## src/logic/tcb_pkg.sv

```systemverilog
//////////////////////////////
// tcb bus format
//////////////////////////////

package tcb_pkg;

  // address width in bits, byte addressed
  localparam int ADR_W = 16;
  // data width, one word per transfer
  localparam int DAT_W = 32;
  // one enable per data byte
  localparam int BEN_W = DAT_W / 8;

  // byte address
  typedef logic [ADR_W-1:0] adr_t;
  // data word, read or write
  typedef logic [DAT_W-1:0] dat_t;
  // byte enables, bit n covers byte n
  typedef logic [BEN_W-1:0] ben_t;

  //////////////////////////////
  // timing
  //////////////////////////////

  // cycles from request to response at a subordinate port
  // every subordinate here registers its response once
  localparam int SUB_DLY = 1;

endpackage

```

## src/logic/tcb_register_slice.sv

```systemverilog
`timescale 1ns/1ns

module tcb_register_slice #(
  // register the request path
  parameter bit CFG_REQ_REG = 1'b1,
  // register the response path
  parameter bit CFG_RSP_REG = 1'b1,
  // response delay seen on the upstream side
  parameter int DLY = 3
) (
  input  logic          sub,
  input  logic          arst_n,
  // upstream, manager connects here
  input  logic          sub_vld,
  input  logic          sub_wen,
  input  tcb_pkg::adr_t sub_adr,
  input  tcb_pkg::ben_t sub_ben,
  input  tcb_pkg::dat_t sub_wdt,
  output tcb_pkg::dat_t sub_rdt,
  output logic          sub_err,
  // downstream, toward the subordinates
  output logic          man_vld,
  output logic          man_wen,
  output tcb_pkg::adr_t man_adr,
  output tcb_pkg::ben_t man_ben,
  output tcb_pkg::dat_t man_wdt,
  input  tcb_pkg::dat_t man_rdt,
  input  logic          man_err
);

  import tcb_pkg::*;

  //////////////////////////////
  // parameter check
  //////////////////////////////

  // upstream delay is downstream delay plus our own stages
  if (DLY != SUB_DLY + int'(CFG_REQ_REG) + int'(CFG_RSP_REG)) begin : gen_dly_chk
    $error("%m: DLY = %0d, expected %0d", DLY,
           SUB_DLY + int'(CFG_REQ_REG) + int'(CFG_RSP_REG));
  end

  //////////////////////////////
  // request
  //////////////////////////////

  if (CFG_REQ_REG) begin : gen_req_reg
    // valid is control, cleared on reset
    always_ff @(posedge sub or negedge arst_n) begin
      if (!arst_n) begin
        man_vld <= 1'b0;
      end else begin
        man_vld <= sub_vld;
      end
    end

    // payload follows along, no reset
    always_ff @(posedge sub) begin
      man_wen <= sub_wen;
      man_adr <= sub_adr;
      man_ben <= sub_ben;
      man_wdt <= sub_wdt;
    end

    // one cycle shift of the transfer stream
    a_vld_follow : assert property (
      @(posedge sub) disable iff (!arst_n)
      1'b1 |=> (man_vld == $past(sub_vld))
    ) else $error("%m: man_vld lost track of sub_vld");
  end else begin : gen_req_cmb
    assign man_vld = sub_vld;
    assign man_wen = sub_wen;
    assign man_adr = sub_adr;
    assign man_ben = sub_ben;
    assign man_wdt = sub_wdt;
  end

  //////////////////////////////
  // response
  //////////////////////////////

  if (CFG_RSP_REG) begin : gen_rsp_reg
    // response data and error, one stage
    always_ff @(posedge sub) begin
      sub_rdt <= man_rdt;
      sub_err <= man_err;
    end
  end else begin : gen_rsp_cmb
    assign sub_rdt = man_rdt;
    assign sub_err = man_err;
  end

endmodule

```

## config.mk

```make
export PLATFORM = sky130hd
export DESIGN_NAME = tcb_register_slice
export DESIGN_NICKNAME = d
export VERILOG_FILES = /design/src/logic/tcb_pkg.sv /design/src/logic/tcb_register_slice.sv
export SDC_FILE = /design/constraint.sdc
export NUM_CORES = 1
export LEC_CHECK = 0
export ABC_AREA = 1
export BUFFER_PORTS_ARGS = -buffer_cell sky130_fd_sc_hd__buf_2
export CORE_AREA = 2 2 75 77
export DETAILED_ROUTE_END_ITERATION = 16
export DIE_AREA = 0 0 77 79
export PLACE_DENSITY = 0.76
export SYNTH_ARGS = -nofsm -noshare
export SYNTH_HDL_FRONTEND = slang
export SYNTH_SLANG_ARGS = --single-unit
```

## constraint.sdc

```tcl
create_clock -name sub -period 0.8 [get_ports sub]
set_input_delay 0.16 -clock sub [delete_from_list [all_inputs] [get_ports sub]]
set_output_delay 0.16 -clock sub [all_outputs]
set_load 0.01 [all_outputs]
```

==> results.cfg <==
[worst_hold_path]
hold_path_class = in2async

[setup_path]
path_class = reg2out
required_ns = 0.64
critPathMaxStageDelay_ns = 0.36
worst_setup_path_start_kind = flip-flop
critical_path.top_delay_family = flip-flops
crit_path_cell_trace = buf_2
cp_num_buf_inv = 1
cp_num_cells = 1
cpMaxStageDelayCell = dfrtp_1
worstSetupEndpoint = man_vld
cp.arrival_ns = 0.83
cp_max_fo = 1
end_kind = output port
crit_start = man_vld

[power]
vdd_drop_max_v = 0.00140
p_seq_share_pct = 53.9
clockPowerShare_pct = 33.9
p_leak_uw = 0.00198
switching_power_uw = 1860
p_per_area_nw_per_um2 = 2110
p_int_uw = 6830
power.share.switching_pct = 21.4
power_frac_comb_pct = 12.2

[logic_synthesis]
synth_commonest_cells = dfxtp_1 (86), dfrtp_1 (1)
synth_most_common_cell = dfxtp_1
synth_area_um2 = 1750
ys_async_sr_fraction_pct = 1.15
synth_nets = 176
synth-seq-area-share_pct = 100
yosysWarnings = 0
synthCells = 87
synth-edff-count = 0
synth_cell_types = 2
ys_seq_elements = 87
avgSynthCellArea_um2 = 20.1
synth.area.top_cells = dfxtp_1 (99%), dfrtp_1 (1.4%)
synth_flop_cell = dfxtp_1
synth_top_cell_by_area = dfxtp_1
synth_top_area_share_pct = 98.6

[sta]
worstMarginPinSlew_ns = 0.102
slew_headroom_pct = 93.2
fin_crit_ns = 0.989
setup_viol = 87
rsz0062_at_grt = yes
tns_ns = -11.62
hold_viol = 0
period_share_pct = 124
finalWorstSetupSlack_ns = -0.189
slew_viol_final = 0
clock.fmax_mhz = 1010
hold_ws_ns = 0.159

[run_status]
violations = setup timing
status = finished, violations left

[routing]
drt-initial-drc-count = 31
drc = 0
vias = 1719
ant_nets = 0
avgRoutedWirePerCell_um = 15.3
totalWireLength_mm = 6.72
post_drt_via_cell_ratio = 3.92
first_pass_iters = 4

[clocking]
root_buffer = clkbuf_8
clock_sinks = 87
postCtsSetupBuffers = 0
cts_made_buffers = 9
htree_levels = 3
cts_tree = yes
clk_pin_slew_ns = 0.07
clock_path_buffers = 2

[finish]
layout.cells.non_filler = 438
drive_above_1_share_pct = 63.7
fillers = 323
n_antenna_cell = 0
syn2layout_area_growth_pct = 136
final_nets = 450
multi_input_cells = 0
multi_input_comb_area_um2 = 0

[die]
die_w_um = 77
die_y_um = 79
dieArea_um2 = 6080
row_count = 27
core_um2 = 5340
start_util_pct = 32.7
ios = 176

[grt]
grtUsageTotal_pct = 20.5
grt_pass1_vias = 1915
grt_overflow_total = 0
grt_max_degree = 14
antenna_found_initial = 0
grt_pass1_wl_mm = 9.18

[placement]
io_buffers = 175
routabilityCongestion = 0.728
place_inst = 334
dp_hpwl_mm = 3.22
dpl_worst_slack_ns = 0.175

[run]
drv_cap = 0
[state kept, by name, indices dropped and copies added (netlist names)]
register / flops
man_wen: 1
sub_rdt: 32
sub_err: 1
man_wdt: 32
man_vld: 1
man_adr: 16
man_ben: 4
[logic make-up after synthesis]
kind of cell / Yosys count / share of synthesized area, %
DFF: 87 / 100
[metal layers]
layer  vias up  track usage [%]  share of wire, %
met2       108             38.9                53
met1       781             19.4                36
li1        815                -                 -
met4         0             9.82               1.9
met3        15             7.50               9.2
met5         -                0                 0
[power groups by stage]
stage | combinational, uW | sequential [uW] | clock [uW]
final | 1060 | 4680 | 2940
after detailed placement | 560 | 4720 | 0
after CTS | 927 | 4630 | 3020
after floorplan | 0 | 4850 | 0
after global placement | 544 | 4700 | 0
after global routing | 1120 | 4700 | 3230
[placed cells by master, fill, tap and decap left out]
cell and instances:
clkbuf_1 3, dfxtp_1 41, clkinv_2 1, bufinv_16 1
buf_6 45, dfrtp_1 1, buf_2 130, clkinvlp_4 1
clkbuf_8 10, dlygate4sd3_1 88, dfxtp_2 45
[repair_timing]
action,in CTS,in global routing
endpoints found under the setup margin,87,87
hold buffers,88,0
endpoints found under the hold margin,88,0
gates resized for setup,24,66
cloned,0,0
[cell type report]
type	instances	area (um^2)	share of cell area (%)
flip-flops and latches	87	1800	43.7
well taps	72	90.1	2.19
repair buffers	263	2040	49.4
clock buffers	13	149	3.61
clock inverters	3	42.5	1.03
[worst min path at each step]
stage          startpoint       to  slack (ns)  cells past startpoint
2_1_floorplan      arst_n  man_vld       -0.14                      0
3_3_place_gp       arst_n  man_vld       -0.06                      1
3_5_place_dp       arst_n  man_vld       -0.06                      1
4_1_cts            arst_n  man_vld        0.11                      2
5_1_grt            arst_n  man_vld        0.16                      2
6_report           arst_n  man_vld        0.16                      2
[through the flow]
step,utilization [%],total power [uW],instance area (um^2)
3_5_place_dp,50.8,5280,2710
4_1_cts,72.6,8580,3870
3_3_place_gp,50.8,5250,2710
2_1_floorplan,-,4850,1750
6_report,77.2,8680,4120
5_1_grt,77.2,9050,4120
Power figures use the tool's default switching activity.
