==> config.mk <==
export PLATFORM = sky130hd
export DESIGN_NAME = tcb_decoder
export DESIGN_NICKNAME = d
export VERILOG_FILES = /design/src/logic/tcb_pkg.sv /design/src/logic/sys_pkg.sv /design/src/logic/tcb_decoder.sv
export SDC_FILE = /design/constraint.sdc
export NUM_CORES = 1
export LEC_CHECK = 0
export ABC_AREA = 0
export BUFFER_PORTS_ARGS = -buffer_cell sky130_fd_sc_hd__buf_2
export CAP_MARGIN = 0
export CELL_PAD_IN_SITES_DETAIL_PLACEMENT = 1
export CELL_PAD_IN_SITES_GLOBAL_PLACEMENT = 2
export CORE_MARGIN = 1.5
export CORE_UTILIZATION = 13
export DETAILED_ROUTE_END_ITERATION = 16
export GPL_TIMING_DRIVEN = 0
export PLACE_DENSITY = 0.95
export SYNTH_ARGS = -nofsm -noshare
export SYNTH_HDL_FRONTEND = slang
export SYNTH_SLANG_ARGS = --single-unit
==> constraint.sdc <==
create_clock -name sub -period 2.5 [get_ports sub]
set_clock_uncertainty 0.1 [all_clocks]
set_input_delay 0.125 -clock sub [delete_from_list [all_inputs] [get_ports sub]]
set_output_delay 0.125 -clock sub [all_outputs]
set_load 0.005 [all_outputs]
==> src/logic/tcb_pkg.sv <==
//////////////////////////////
// tcb bus format
//////////////////////////////

package tcb_pkg;

  // address width in bits, byte addressed
  localparam int ADR_W = 16;
  // data width, one word per transfer
  localparam int DAT_W = 32;
  // one enable per data byte
  localparam int BEN_W = DAT_W / 8;

  // byte address
  typedef logic [ADR_W-1:0] adr_t;
  // data word, read or write
  typedef logic [DAT_W-1:0] dat_t;
  // byte enables, bit n covers byte n
  typedef logic [BEN_W-1:0] ben_t;

  //////////////////////////////
  // timing
  //////////////////////////////

  // cycles from request to response at a subordinate port
  // every subordinate here registers its response once
  localparam int SUB_DLY = 1;

endpackage

==> src/logic/sys_pkg.sv <==
//////////////////////////////
// system memory map
//////////////////////////////

package sys_pkg;

  // sram region, 4 KiB at the bottom
  localparam tcb_pkg::adr_t MEM_BASE = 16'h0000;
  localparam tcb_pkg::adr_t MEM_MASK = 16'h0FFF;

  // register block, 16 bytes
  localparam tcb_pkg::adr_t REG_BASE = 16'h1000;
  localparam tcb_pkg::adr_t REG_MASK = 16'h000F;

  //////////////////////////////
  // register offsets
  //////////////////////////////

  // byte offsets inside the register region
  localparam tcb_pkg::adr_t REG_SCRATCH = 16'h0000;
  localparam tcb_pkg::adr_t REG_WCOUNT  = 16'h0004;
  localparam tcb_pkg::adr_t REG_ID      = 16'h0008;

  // read-only identifier
  localparam tcb_pkg::dat_t ID_VALUE = 32'h7CB5_0102;

endpackage

==> src/logic/tcb_decoder.sv <==
`timescale 1ns/1ns

module tcb_decoder (
  input  logic          sub,
  input  logic          arst_n,
  // upstream, from the register slice
  input  logic          man_vld,
  input  logic          man_wen,
  input  tcb_pkg::adr_t man_adr,
  input  tcb_pkg::ben_t man_ben,
  input  tcb_pkg::dat_t man_wdt,
  output tcb_pkg::dat_t man_rdt,
  output logic          man_err,
  // sram side
  output logic          mem_vld,
  output logic          mem_wen,
  output tcb_pkg::adr_t mem_adr,
  output tcb_pkg::ben_t mem_ben,
  output tcb_pkg::dat_t mem_wdt,
  input  tcb_pkg::dat_t mem_rdt,
  // register block side
  output logic          reg_vld,
  output logic          reg_wen,
  output tcb_pkg::adr_t reg_adr,
  output tcb_pkg::ben_t reg_ben,
  output tcb_pkg::dat_t reg_wdt,
  input  tcb_pkg::dat_t reg_rdt,
  input  logic          reg_err
);

  import tcb_pkg::*;
  import sys_pkg::*;

  // region hits on the incoming address
  logic hit_mem;
  logic hit_reg;
  // transfer that matches no region
  logic unm;

  // select history with stage 0 newest
  logic [SUB_DLY-1:0] mem_sel_q;
  logic [SUB_DLY-1:0] reg_sel_q;
  logic [SUB_DLY-1:0] unm_q;

  //////////////////////////////
  // address decode
  //////////////////////////////

  // base compare above the region mask
  assign hit_mem = (man_adr & ~MEM_MASK) == MEM_BASE;
  assign hit_reg = (man_adr & ~REG_MASK) == REG_BASE;
  assign unm     = man_vld & ~hit_mem & ~hit_reg;

  // at most one valid goes out
  assign mem_vld = man_vld & hit_mem;
  assign reg_vld = man_vld & hit_reg;

  // payload broadcast with the address made region relative
  assign mem_wen = man_wen;
  assign mem_adr = man_adr & MEM_MASK;
  assign mem_ben = man_ben;
  assign mem_wdt = man_wdt;

  assign reg_wen = man_wen;
  assign reg_adr = man_adr & REG_MASK;
  assign reg_ben = man_ben;
  assign reg_wdt = man_wdt;

  //////////////////////////////
  // response select
  //////////////////////////////

  // select flags travel as long as a subordinate takes
  always_ff @(posedge sub or negedge arst_n) begin
    if (!arst_n) begin
      mem_sel_q <= '0;
      reg_sel_q <= '0;
      unm_q     <= '0;
    end else begin
      mem_sel_q[0] <= mem_vld;
      reg_sel_q[0] <= reg_vld;
      unm_q[0]     <= unm;
      for (int i = 1; i < SUB_DLY; i++) begin
        mem_sel_q[i] <= mem_sel_q[i-1];
        reg_sel_q[i] <= reg_sel_q[i-1];
        unm_q[i]     <= unm_q[i-1];
      end
    end
  end

  // oldest stage lines up with the subordinate response
  always_comb begin
    man_rdt = '0;
    man_err = 1'b0;
    if (unm_q[SUB_DLY-1]) begin
      // unmapped gives zero data and error
      man_err = 1'b1;
    end else if (mem_sel_q[SUB_DLY-1]) begin
      man_rdt = mem_rdt;
    end else if (reg_sel_q[SUB_DLY-1]) begin
      man_rdt = reg_rdt;
      man_err = reg_err;
    end
  end

  // regions in the memory map must not overlap
  a_one_hot_vld : assert property (
    @(posedge sub) disable iff (!arst_n)
    !(mem_vld && reg_vld)
  ) else $error("%m: both subordinates selected");

endmodule

==> metrics.md <==
| Metric | Value |
|---|---|
| Worst Setup Path Type | `register to primary output` |
| Final Hold Fails | `0` |
| Final min period | `around 1.7 ns` |
| Number of max-cap violations | `0` |
| Post-synth cell types | `22` |
| Startpoint Class | `register` |
| Die Wd | `116 microns` |
| Initial antenna violation count | `2` |
| Gp weighted congestion | `approximately 0.77` |
| Setup violations, final | `0` |
| I/O Pins | `around 260` |
| Max Fclk | `605 MHz` |
| DR WL/cell | `11.1 microns` |
| Total Power | `around 0.64 mW` |
| Drt first pass iters | `4` |
| Area growth from synthesis to layout | `83.2%` |
| Post-layout instance area | `around 3000 sq um` |
| First-pass GRT wire length | `about 9000 microns` |
| Static leakage | `about 1.7 nW` |
| Routed WL | `~6600 microns` |
| Max Fanout on Critical Path | `10` |
| Unrepaired setup endpoints after global routing | `false` |
| Worst slack, placed | `between 1 and 1.5 ns` |
| Crit path DAT | `about 1.4 ns` |
| Share of cells above drive strength 1 | `90.5%` |
| Num CTS Buffers | `3` |
| Clock transition at path regs | `roughly 0.03 ns` |
| DRC | `0` |
| Clock Sinks | `3` |
| DP Area | `about 3000 sq um` |
| Final worst slack | `about 0.85 ns` |
| CTS H-tree depth | `1` |
| Post-synthesis cell area | `1660 sq um` |
| Max clock buf depth | `2` |
| Std cell rows | `slightly above 40` |
| HPWL after DPL | `between 6000 and 7000 microns` |
| Root buffer cell | `clkbuf_16` |
| Layout Nets | `545` |
| Post-Place Cells | `590` |
| Status | `completed` |
| Total core area | `approximately 13000 sq um` |
| Hold Crit Class | `primary input to register` |
| Power density over cell area | `~210 nW/um^2` |
| Starting Density | `between 10% and 20%` |
| DRT iter0 DRCs | `20` |
| Setup tns final | `0 ns` |
| Crit end category | `primary output` |
| Syn Area/Cell | `between 8 and 9 sq um` |
| Vias in the first global route | `between 1500 and 2000` |
| Max VDD drop | `about 0.15 mV` |
| Final Slew Violations | `0` |
| Gr usage total | `between 8 and 9%` |
| Post-CTS Resized | `0` |
| Hold_sp | `man_vld` |
| Critical Path RT | `roughly 2.3 ns` |
| Period Utilization, post-route | `between 60% and 70%` |
| Via density | `~3.4` |
| Routed Antenna Nets | `0` |
| CTS tree | `built` |
| Non-Filler Instances | `between 500 and 600` |
| Die Area | `roughly 13000 sq um` |
| Input/output buffers | `~200` |
| FILL cells | `between 1500 and 2000` |
| #FFs+latches synth | `3` |
| Routed vias | `around 2000` |
| Die Y | `roughly 120 microns` |
| Post-Synthesis Cells | `~200` |
| Largest net degree at the start of global routing | `11` |
| Post-synthesis sequential area ratio | `between 4 and 5%` |
| Ys Warns | `0` |
| Overflow after GRT | `0` |
| Crit path from | `unm_q$_DFF_PN0_` |
==> final timing paths <==
path                       slack (ns)  cells past startpoint             endpoint
worst min-delay path             0.05                      2      unm_q$_DFF_PN0_
max in group asynchronous        2.03                      2  reg_sel_q$_DFF_PN0_
min in group asynchronous        0.16                      2      unm_q$_DFF_PN0_
worst max-delay path             0.85                      4          man_rdt[22]
==> cell families (layout without fill, tap and decap cells) <==
| group | Yosys count | in the layout | share of synthesized area (%) |
|---|---|---|---|
| other | 1 | 17 | 0.226 |
| flip-flops | 3 | 3 | 4.51 |
| AO/OA/AOI/OAI | 33 | 33 | 23.5 |
| buffers and inverters | 119 | 328 | 56.0 |
| AND/OR/NAND/NOR | 43 | 43 | 15.8 |
==> where the power goes <==
group,internal (mW),switching [mW],leakage [nW]
clock,0.210,0.0421,0.0382
combinational,0.211,0.122,1.63
sequential,0.0502,0.000464,0.0396
total,0.471,0.165,1.70
==> per-stage QoR <==
step                      hold slack, ns  utilization, %
after floorplan                   -0.271               -
after global placement            -0.181            23.5
after detailed placement          -0.174            23.5
after CTS                         0.0501            24.2
after global routing              0.0648            24.2
final                             0.0527            24.2
==> synthesized netlist by cell type <==
library cell	count	area share, %
a21o_1	1	0.45
a21oi_1	1	0.30
a22oi_1	2	0.90
a22oi_2	29	22
and3_1	1	0.38
buf_12	3	3.6
buf_2	3	0.90
buf_4	107	48
buf_6	4	2.7
clkbuf_1	1	0.23
conb_1	1	0.23
dfrtp_1	3	4.5
inv_1	1	0.23
nand2_1	1	0.23
nand2b_1	1	0.38
nand3b_1	1	0.45
nand4_1	1	0.38
nor2_1	5	1.1
nor2_2	29	11
nor2b_4	1	0.83
nor3_1	2	0.60
nor4b_1	1	0.53
==> layout by cell type (no fill, tap or decap), types with 2 or more instances in the layout <==
master	netlist	final
a22oi_1	2	2
clkbuf_1	1	2
conb_1	1	16
buf_2	3	207
clkbuf_16	0	3
dfrtp_1	3	3
nor2_2	29	29
buf_4	107	107
nor3_1	2	2
nor2_1	5	5
a22oi_2	29	29
buf_12	3	3
buf_6	4	4
==> worst max-delay path, stage by stage, from the launching register on <==
cell      delay [ns]
dfrtp_1         0.32
clkbuf_1        0.30
buf_2           0.37
nor2_2          0.08
buf_2           0.13
==> what timing repair did <==
action | CTS | global route
buffers inserted | 0 | 0
hold endpoints to repair | 3 | 0
hold buffers | 1 | 0
==> per-layer routing <==
layer	track usage, %	wire length, microns
met1	7.53	2060
met2	18.2	3750
met3	2.13	806
met4	1.38	13
met5	0	16
==> layout make-up <==
class,count,area [sq um],share of cell area (%)
flip-flops and latches,3,75.1,2.46
well taps,172,215,7.06
inverters,1,3.75,0.123
diodes,1,2.50,0.0821
multi-input cells,92,713,23.4
plain buffers,118,927,30.4
repair buffers,205,1030,33.8
clock buffers,4,78.8,2.59
==> registers in the layout, summed over array words and instances (netlist names) <==
signal,cells
mem_sel_q,1
unm_q,1
reg_sel_q,1
Power figures use the tool's default switching activity.
