===== src/logic/tcb_pkg.sv =====
//////////////////////////////
// tcb bus format
//////////////////////////////

package tcb_pkg;

  // address width in bits, byte addressed
  localparam int ADR_W = 16;
  // data width, one word per transfer
  localparam int DAT_W = 32;
  // one enable per data byte
  localparam int BEN_W = DAT_W / 8;

  // byte address
  typedef logic [ADR_W-1:0] adr_t;
  // data word, read or write
  typedef logic [DAT_W-1:0] dat_t;
  // byte enables, bit n covers byte n
  typedef logic [BEN_W-1:0] ben_t;

  //////////////////////////////
  // timing
  //////////////////////////////

  // cycles from request to response at a subordinate port
  // every subordinate here registers its response once
  localparam int SUB_DLY = 1;

endpackage


===== src/logic/sys_pkg.sv =====
//////////////////////////////
// system memory map
//////////////////////////////

package sys_pkg;

  // sram region, 4 KiB at the bottom
  localparam tcb_pkg::adr_t MEM_BASE = 16'h0000;
  localparam tcb_pkg::adr_t MEM_MASK = 16'h0FFF;

  // register block, 16 bytes
  localparam tcb_pkg::adr_t REG_BASE = 16'h1000;
  localparam tcb_pkg::adr_t REG_MASK = 16'h000F;

  //////////////////////////////
  // register offsets
  //////////////////////////////

  // byte offsets inside the register region
  localparam tcb_pkg::adr_t REG_SCRATCH = 16'h0000;
  localparam tcb_pkg::adr_t REG_WCOUNT  = 16'h0004;
  localparam tcb_pkg::adr_t REG_ID      = 16'h0008;

  // read-only identifier
  localparam tcb_pkg::dat_t ID_VALUE = 32'h7CB5_0102;

endpackage


===== src/logic/tcb_regs.sv =====
`timescale 1ns/1ns

module tcb_regs (
  input  logic          sub,
  input  logic          arst_n,
  input  logic          vld,
  input  logic          wen,
  input  tcb_pkg::adr_t adr,
  input  tcb_pkg::ben_t ben,
  input  tcb_pkg::dat_t wdt,
  output tcb_pkg::dat_t rdt,
  output logic          err
);

  import tcb_pkg::*;
  import sys_pkg::*;

  // register contents
  dat_t scratch_q;
  dat_t wcount_q;

  // offset decode
  logic sel_scratch;
  logic sel_wcount;
  logic sel_id;
  // access that must be refused
  logic bad;
  // write that goes through
  logic wr_ok;
  // read mux
  dat_t rd_mux;

  //////////////////////////////
  // decode
  //////////////////////////////

  assign sel_scratch = adr == REG_SCRATCH;
  assign sel_wcount  = adr == REG_WCOUNT;
  assign sel_id      = adr == REG_ID;

  // undefined offset, or a write to the id
  assign bad   = vld & ((~sel_scratch & ~sel_wcount & ~sel_id) | (sel_id & wen));
  assign wr_ok = vld & wen & ~bad;

  always_comb begin
    rd_mux = '0;
    if (sel_scratch) rd_mux = scratch_q;
    if (sel_wcount)  rd_mux = wcount_q;
    if (sel_id)      rd_mux = ID_VALUE;
  end

  //////////////////////////////
  // registers
  //////////////////////////////

  always_ff @(posedge sub or negedge arst_n) begin
    if (!arst_n) begin
      scratch_q <= '0;
      wcount_q  <= '0;
      err       <= 1'b0;
    end else begin
      // scratch, byte writable
      if (wr_ok && sel_scratch) begin
        for (int b = 0; b < BEN_W; b++) begin
          if (ben[b]) scratch_q[8*b +: 8] <= wdt[8*b +: 8];
        end
      end
      // counts every accepted write, wraps at 2^32
      if (wr_ok) begin
        wcount_q <= wcount_q + 1'b1;
      end
      err <= bad;
    end
  end

  // read data, one cycle late like the sram
  always_ff @(posedge sub) begin
    if (vld && !wen) begin
      rdt <= rd_mux;
    end
  end

endmodule


===== config.mk =====
export PLATFORM = sky130hd
export DESIGN_NAME = tcb_regs
export DESIGN_NICKNAME = d
export VERILOG_FILES = /design/src/logic/tcb_pkg.sv /design/src/logic/sys_pkg.sv /design/src/logic/tcb_regs.sv
export SDC_FILE = /design/constraint.sdc
export NUM_CORES = 1
export LEC_CHECK = 0
export BUFFER_PORTS_ARGS = -buffer_cell sky130_fd_sc_hd__clkbuf_2
export CAP_MARGIN = 20
export CORE_UTILIZATION = 55
export DETAILED_ROUTE_END_ITERATION = 10
export PLACE_DENSITY = 0.79
export REMOVE_ABC_BUFFERS = 1
export SYNTH_ARGS = -nofsm -noshare
export SYNTH_HDL_FRONTEND = slang
export SYNTH_SLANG_ARGS = --single-unit

===== constraint.sdc =====
create_clock -name sub -period 2 [get_ports sub]
set_input_delay 0.6 -clock sub [delete_from_list [all_inputs] [get_ports sub]]
set_output_delay 0.6 -clock sub [all_outputs]
set_load 0.03 [all_outputs]

==> metrics.md, run 1 <==
| Metric | Value |
|---|---|
| P_sw | 819 uW |
| Row count | 32 |
| Post-Synthesis Cells | 340 |
| Sw Share | 0.223 |
| Ports | 89 |
| Slowest cell on crit path | or4b_1 |
| Hold Buf Count CTS | 0 |
| Endpoints failing hold | 0 |
| Seq pwr share | 0.566 |
| H-tree levels | 3 |
| Setup Slack @ Placement | -0.287 ns |
| Die X | 93.4 um |
| Worst setup EP type | flop |
| Fillers | 563 |
| Die Ht | 93.4 um |
| DP HPWL | 6.68 mm |
| RSZ-0062 raised after global routing | false |
| Storage cell area | 2590 um2 |
| Clock Path Buffers | 2 |
| Gate power share | 0.066 |
| Initial drt markers | 138 |
| Final routed DRC violation total | 0 |
| Sequential area share after synthesis | 0.564 |
| Syn avg cell area | 13.5 um2 |
| Final setup margin | 0.0770 ns |
| Vias/cell | 5.61 |
| Setup Skew | 0.0155 ns |
| Distinct cells, synth | 34 |
| WL final | 9.36 mm |
| Buf/Inv on CP | 2 |
| WHS | 0.235 ns |
| ANT nets after route | 0 |
| Worst hold path type | in -> async |
| Largest net degree at the start of global routing | 66 |
| Diodes inserted | 0 |
| Overflow after GRT | 0 |
| Count of final setup violators | 0 |
| CTS Buf Count | 9 |
| Setup Fix Bufs, Post-CTS | 0 |
| Min Tclk post-route | 1.92 ns |
| Outcome | completed |
| #FFs+latches synth | 97 |
| Multi-input logic area | 1930 um2 |
| CP Class | in -> reg |
| Final Cycle Share | 0.961 |
| Clock Root Buffer | clkbuf_8 |
| Clock-pin slew on the worst setup and hold paths | 0.09 ns |
| Nets | 506 |
| Finished Cell Area | 5540 um2 |
| Vias in the first global route | 3232 |
| Share of layout cells above drive strength 1 | 0.388 |
| Critical path's largest stage delay | 0.56 ns |
| Setup_tns | 0 ns |
| Main area contributors after synthesis | dfrtp_1 (35%), edfxtp_1 (21%), mux2_4 (10%) |
| Crit path cell chain | clkbuf_2 > nor4_4 > nand4b_1 > or4b_1 > buf_4 > o21ai_0 |
| Post-CTS sizing | 0 |
| Synth Cell Area | 4590 um2 |
| Clk network pwr share | 0.368 |
| Via count | 3121 |
| Worst EP arrival | 2.11 ns |
| Worst slew pin tran | 0.394 ns |
| Placed instance area | 5330 um2 |
| Top achievable clock speed | 0.520 GHz |
| IR drop worst, VDD | 0.323 mV |
| Per-cell routed wire length | 16.8 um |
| Data required time of the worst path | 2.19 ns |
| TritonCTS clock tree | done |
| Most frequent cells in the layout | clkbuf_2 (88), dfrtp_1 (65), mux2i_1 (32), mux2_4 (32), edfxtp_1 (32) |
| Initial antenna violation count | 0 |
| Starting Density | 0.582 |
| RePlAce Congestion | 0.928 |
| Synth area leader | dfrtp_1 |
| CTS sink count | 97 |
| Top cell type's share of synthesized area | 0.354 |
| DRT Pass-1 Iters | 4 |
| LEAKAGE | 0.00273 uW |
| Critical Path Fanout Max | 12 |
| CORE AREA | 7890 um2 |
| Total track usage | 0.239 |
| First-pass GRT wire length | 15.8 mm |
| Synth warn | 0 |
| Max cap viols | 0 |
| Max-slew violations | 0 |
| Most common cell after layout, fill and taps aside | clkbuf_2 |
| PortBufs | 88 |
| Internal power | 2860 uW |
| Area grow syn2layout | 20.6% |
| Die area | 8720 um2 |
| Pwr Density | 664 nW/um2 |
| Worst skew pair latency | 0.37 ns |
| Headroom to the max-slew limit | 0.735 |
| Startpoint types | primary input |
| Top Family by Delay on Critical Path | simple AND/OR/NAND/NOR gates |
==> worst reg2reg max path, stage by stage, from the launching register on <==
cell and delay, ns:
dfrtp_1 0.49, ha_1 0.31, nand4_1 0.33, nor4_1 0.47
xor2_1 0.18
==> synthesized netlist by cell type (all sizes together) <==
library cell,number
and2,2
and3,7
and4,4
and4b,1
buf,8
clkbuf,9
dfrtp,65
edfxtp,32
ha,1
inv,1
mux2,33
mux2i,32
nand2,12
nand3,19
nand4,9
nand4b,2
nor2,24
nor2b,1
nor3,8
nor3b,1
nor4,24
o211a,1
o21ai,12
or4b,1
xnor2,1
xor2,30
==> worst paths after layout <==
check | startpoint | end | slack (ns) | cells after the start
max | adr[5] | rdt[8] | 0.08 | 6
min | arst_n | scratch_q[24] | 0.24 | 2
max reg2reg | wcount_q[0] | wcount_q[24] | 0.16 | 4
min reg2reg | wcount_q[30] | wcount_q[30] | 0.49 | 1
max in group asynchronous | arst_n | wcount_q[2] | 1.46 | 2
min in group sub | wdt[18] | scratch_q[18] | 0.46 | 2
==> registers in the layout, indices dropped and copies added (netlist names) <==
name,flops
err,1
wcount_q,32
rdt,32
scratch_q,32
==> through the flow <==
stage	power, uW	utilization	cells
2_1_floorplan	2210	-	323
3_3_place_gp	2360	0.675	540
3_5_place_dp	2370	0.675	540
4_1_cts	3690	0.702	556
5_1_grt	3800	0.702	556
6_report	3680	0.702	556
==> cell families after synthesis <==
logic type / Yosys count / share of synthesized area
and+or+nand+nor: 115 / 0.165
DFF: 97 / 0.564
muxes: 65 / 0.177
xor gates and xnor gates: 31 / 0.0591
buffers and inverters: 18 / 0.0174
AOI/OAI and AO/OA: 13 / 0.0153
adders and majority gates: 1 / 0.00273
==> area by class of cell <==
class	count	share of cell area
Timing Repair Buffer	115	0.123
Inverter	1	0.000678
Sequential cell	97	0.467
Tap cell	102	0.0231
Multi-Input combinational cell	225	0.348
Clock buffer	10	0.0231
Clock inverter	6	0.0151
==> per-layer routing <==
layer | vias to the layer above | global-route usage | part of all wire
met1 | 1541 | 0.326 | 0.45
met3 | 20 | 0.0431 | 0.044
li1 | 1462 | - | -
met5 | - | 0 | 0
met2 | 98 | 0.378 | 0.48
met4 | 0 | 0.103 | 0.026
==> power by group through the flow <==
| stage | clock (uW) | sequential (uW) | combinational (uW) |
|---|---|---|---|
| 6_report | 1350 | 2080 | 242 |
| 5_1_grt | 1460 | 2080 | 260 |
| 4_1_cts | 1360 | 2080 | 246 |
| 3_5_place_dp | 0 | 2120 | 245 |
| 3_3_place_gp | 0 | 2120 | 241 |
| 2_1_floorplan | 0 | 2180 | 34.7 |
(Power assumes the default switching activity.)
==> inputs of run 2 (changes only) <==
Settings changed: CELL_PAD_IN_SITES_DETAIL_PLACEMENT from default to 2, CELL_PAD_IN_SITES_GLOBAL_PLACEMENT from default to 2, CORE_UTILIZATION 55 to 39, CTS_BUF_LIST from default to sky130_fd_sc_hd__clkbuf_2, PLACE_DENSITY 0.79 to default, PLACE_DENSITY_LB_ADDON from default to 0.1.
==> metrics.md, run 2 (synthesis results as in run 1) <==
| Metric | Value |
|---|---|
| Post-CTS sizing | 0 |
| RSZ-0062 raised after global routing | false |
| Headroom to the max-slew limit | 0.722 |
| Vias in the first global route | 3621 |
| ANT nets after route | 0 |
| Count of final setup violators | 0 |
| Critical path depth | 1 |
| Total track usage | 0.212 |
| DP HPWL | 8.88 mm |
| Final routed DRC violation total | 0 |
| Hold Buf Count CTS | 1 |
| Startpoint types | flop |
| Internal power | 2320 uW |
| Row count | 39 |
| CP startpoint | rdt[8] |
| Worst setup EP type | output port |
| CP Class | reg -> out |
| Per-cell routed wire length | 20.0 um |
| Vias/cell | 5.22 |
| R2R depth | 5 |
| CTS Buf Count | 9 |
| Most common cell after layout, fill and taps aside | clkbuf_2 |
| Ports | 89 |
| R2R Path End | wcount_q[25] |
| Final Cycle Share | 0.933 |
| Max-slew violations | 0 |
| Clock Path Buffers | 2 |
| R2r startpoint | wcount_q[4] |
| Worst R2R Setup Slack | 0.21 ns |
| Area grow syn2layout | 21.3% |
| Initial antenna violation count | 0 |
| Overflow after GRT | 0 |
| Outcome | completed |
| PortBufs | 88 |
| Min Tclk post-route | 1.87 ns |
| P_sw | 830 uW |
| Worst EP arrival | 1.27 ns |
| Nets | 517 |
| Buf/Inv on CP | 1 |
| Initial drt markers | 95 |
| Die X | 110 um |
| LEAKAGE | 0.00274 uW |
| Largest net degree at the start of global routing | 66 |
| Endpoints failing hold | 0 |
| H-tree levels | 3 |
| Gate power share | 0.083 |
| DRT Pass-1 Iters | 4 |
| Setup_tns | 0 ns |
| Slowest cell on crit path | edfxtp_1 |
| Data required time of the worst path | 1.40 ns |
| CORE AREA | 11500 um2 |
| Diodes inserted | 0 |
| Clock-pin slew on the worst setup and hold paths | 0.25 ns |
| TritonCTS clock tree | done |
| Clock Root Buffer | clkbuf_2 |
| Placed Cells incl. Taps | 591 |
| Die Ht | 110 um |
| Pwr Density | 566 nW/um2 |
| Crit path cell chain | clkbuf_2 |
| Most frequent cells in the layout | clkbuf_2 (98), dfrtp_1 (65) |
| Worst skew pair latency | 0.61 ns |
| First-pass GRT wire length | 19.8 mm |
| Die area | 12200 um2 |
| Crit path to | rdt[8] |
| Clk network pwr share | 0.255 |
| RePlAce Congestion | 0.832 |
| Seq pwr share | 0.662 |
| Via count | 3174 |
| Top Family by Delay on Critical Path | flip-flops |
| Setup Skew | 0.0190 ns |
| Setup Fix Bufs, Post-CTS | 0 |
| Share of layout cells above drive strength 1 | 0.396 |
| Final core occ | 0.485 |
| Starting Density | 0.400 |
| Worst slew pin tran | 0.413 ns |
| Critical Path Fanout Max | 1 |
| Max cap viols | 0 |
| Final std cells w/o fill | 608 |
| Sw Share | 0.263 |
| WL final | 12.2 mm |
| Tot Pwr | 3150 uW |
| Top achievable clock speed | 0.536 GHz |
| CTS sink count | 97 |
| Largest registers | rdt x32, scratch_q x32, wcount_q x32 |
| Worst hold path type | in -> reg |
| IR drop worst, VDD | 0.379 mV |
| WHS | 0.193 ns |
| Critical path's largest stage delay | 0.47 ns |
run 2: changes by cell type in the layout (fill, tap and decap cells not counted), sizes merged:
cell | previous run | this run
buf | 27 | 37
clkinv | 2 | 6
bufinv | 2 | 0
clkinvlp | 2 | 0
dlygate4sd3 | 0 | 1
run 2: stage by stage:
stage          setup WS, ns  area, um2
2_1_floorplan        -0.883       4510
3_3_place_gp         -0.223       5480
3_5_place_dp         -0.385       5480
4_1_cts              0.0655       5570
5_1_grt              0.0153       5570
6_report              0.134       5570
run 2: area by class of cell:
cell class / instances / area (um2)
sequential: 97 / 2590
clock buffer: 10 / 50.0
tap: 143 / 179
timing repair buffer: 126 / 791
inverter: 1 / 3.75
fill: 1148 / 5900
clock inverter: 6 / 25.0
multi-input combinational: 225 / 1930
run 2: worst reg2reg max path, delay by kind of cell (launching register included):
kind	cells	cell delay [ns]
xor+xnor	1	0.19
flops	1	0.52
buf+inv	1	0.21
simple gates	3	0.84
run 2: layer usage:
metal  global-route usage  up-vias  routed length, um
met3               0.0538       11                425
met1                0.265     1614               5510
met5                    0        -                  0
met2                0.363       66               6110
met4               0.0578        0                136
li1                     -     1483                  -
run 2: how the worst min path moves through the flow:
stage                 start       endpoint  cells after the start
6_report            wdt[30]  scratch_q[30]                      2
5_1_grt             wdt[28]  scratch_q[28]                      2
4_1_cts             wdt[30]  scratch_q[30]                      2
3_5_place_dp   wcount_q[31]   wcount_q[31]                      1
3_3_place_gp   wcount_q[31]   wcount_q[31]                      1
2_1_floorplan        arst_n            err                      0
run 2: power groups by stage:
stage | clock network [uW] | registers, uW | logic (uW)
floorplan | 0 | 2180 | 34.7
global placement | 0 | 2120 | 258
detailed placement | 0 | 2120 | 265
CTS | 847 | 2090 | 266
global route | 916 | 2090 | 279
finish | 805 | 2090 | 260
==> inputs of run 3 (changes only) <==
Settings changed: HOLD_SLACK_MARGIN from default to 0.08, RECOVER_POWER from default to 100.
==> metrics.md, run 3 (synthesis results as in run 1) <==
| Metric | Value |
|---|---|
| Worst EP arrival | 2.42 ns |
| Max cap viols | 0 |
| First-pass GRT wire length | 19.8 mm |
| Largest registers | rdt x32, scratch_q x32, wcount_q x32 |
| Row count | 39 |
| Worst setup EP type | flop |
| Die X | 110 um |
| Ports | 89 |
| Count of final setup violators | 0 |
| CORE AREA | 11500 um2 |
| Outcome | completed |
| Worst slew pin tran | 0.946 ns |
| Data required time of the worst path | 2.56 ns |
| Worst hold path type | in -> reg |
| Pwr Density | 588 nW/um2 |
| LEAKAGE | 0.00262 uW |
| Storage cell area | 2590 um2 |
| Critical Path Fanout Max | 11 |
| Die area | 12200 um2 |
| CP Class | reg -> reg |
| Vias/cell | 5.28 |
| Share of layout cells above drive strength 1 | 0.303 |
| Most frequent cells in the layout | clkbuf_2 (102), dfrtp_1 (65), mux2i_1 (32), edfxtp_1 (32), xor2_1 (30) |
| Startpoint types | flop |
| IR drop worst, VDD | 0.381 mV |
| Clock Root Buffer | clkbuf_2 |
| WHS | 0.180 ns |
| Initial drt markers | 93 |
| R2R depth | 5 |
| Largest net degree at the start of global routing | 66 |
| CTS Buf Count | 9 |
| Starting Density | 0.400 |
| DP HPWL | 8.88 mm |
| TritonCTS clock tree | done |
| Most common cell after layout, fill and taps aside | clkbuf_2 |
| Final routed DRC violation total | 0 |
| Min Tclk post-route | 1.86 ns |
| CTS sink count | 97 |
| Overflow after GRT | 0 |
| ANT nets after route | 0 |
| Setup Skew | 0.0221 ns |
| Total track usage | 0.212 |
| Worst skew pair latency | 0.61 ns |
| Final Cycle Share | 0.931 |
| Initial antenna violation count | 0 |
| Top achievable clock speed | 0.537 GHz |
| Final std cells w/o fill | 608 |
| RePlAce Congestion | 0.832 |
| Via count | 3208 |
| Nets | 517 |
| Headroom to the max-slew limit | 0.369 |
| Multi-input logic area | 1770 um2 |
| Fillers | 1205 |
| Die Ht | 110 um |
| Max-slew violations | 0 |
| Placed instance area | 5480 um2 |
| Clock Path Buffers | 2 |
| Post-CTS sizing | 0 |
| Area grow syn2layout | 16.3% |
| PortBufs | 88 |
| DRT Pass-1 Iters | 4 |
| Diodes inserted | 0 |
| Endpoints failing hold | 0 |
| Vias in the first global route | 3621 |
| Hold depth | 2 |
| Finished Cell Area | 5340 um2 |
| Clock-pin slew on the worst setup and hold paths | 0.26 ns |
| H-tree levels | 3 |
| Placed Cells incl. Taps | 591 |
| RSZ-0062 raised after global routing | false |
| WL final | 12.0 mm |
| Per-cell routed wire length | 19.8 um |
-- run 3: cell count changes in the layout (fill, tap and decap cells not counted), moves of 2 or more --
cell,previous run,this run
buf_4,32,16
nor4_1,17,21
nor4_2,4,1
clkbuf_2,98,102
clkbuf_1,0,9
mux2_4,32,4
mux2_1,0,28
buf_12,5,3
clkbuf_4,0,5
-- run 3: worst max-delay path, cell delays in order (launching register included) --
cell and delay, ns:
dfrtp_1 0.52, and3_1 0.30, nand4_1 0.11, clkbuf_2 0.24, nor4_1 0.45, xor2_1 0.19
-- run 3: routing by layer --
metal,wire [um],GRT usage,up-vias,part of all wire
met5,0,0,-,0
met2,6080,0.363,61,0.51
li1,-,-,1488,-
met1,5410,0.265,1648,0.45
met4,137,0.0578,0,0.011
met3,410,0.0538,11,0.034
-- run 3: where the power goes --
part / total [uW] / switching (uW) / internal [uW]
clock network: 811 / 662 / 149
logic: 242 / 158 / 83.6
registers: 2090 / 8.61 / 2080
-- run 3: stage by stage --
step	total power [uW]	setup WS (ns)	util	TNS, ns
final	3140	0.138	0.466	0
after global routing	3270	0.0153	0.466	0
after CTS	3200	0.0655	0.485	0
after detailed placement	2390	-0.385	0.478	-18.20
after global placement	2380	-0.223	0.478	-11.94
after floorplan	2210	-0.883	-	-44.09
-- run 3: final timing paths --
path	startpoint	to	slack (ns)
setup reg to reg	wcount_q[4]	wcount_q[25]	0.14
min in group asynchronous	arst_n	scratch_q[11]	0.74
hold reg to reg	wcount_q[31]	wcount_q[31]	0.50
hold / removal	wdt[29]	scratch_q[29]	0.18
max in group asynchronous	arst_n	wcount_q[18]	0.65
setup / recovery	wcount_q[4]	wcount_q[25]	0.14
-- run 3: cell type report --
class | count | area share
clock inverter | 6 | 0.00469
timing repair buffer | 126 | 0.135
tap | 143 | 0.0335
multi-input combinational | 225 | 0.332
sequential | 97 | 0.485
clock buffer | 10 | 0.00937
inverter | 1 | 0.000703
-- run 3: timing repair --
| item | CTS | global route |
|---|---|---|
| hold buffers | 1 | 0 |
| hold endpoints to repair | 65 | 0 |
| setup buffers | 0 | 0 |
| endpoints found under the setup margin | 0 | 0 |
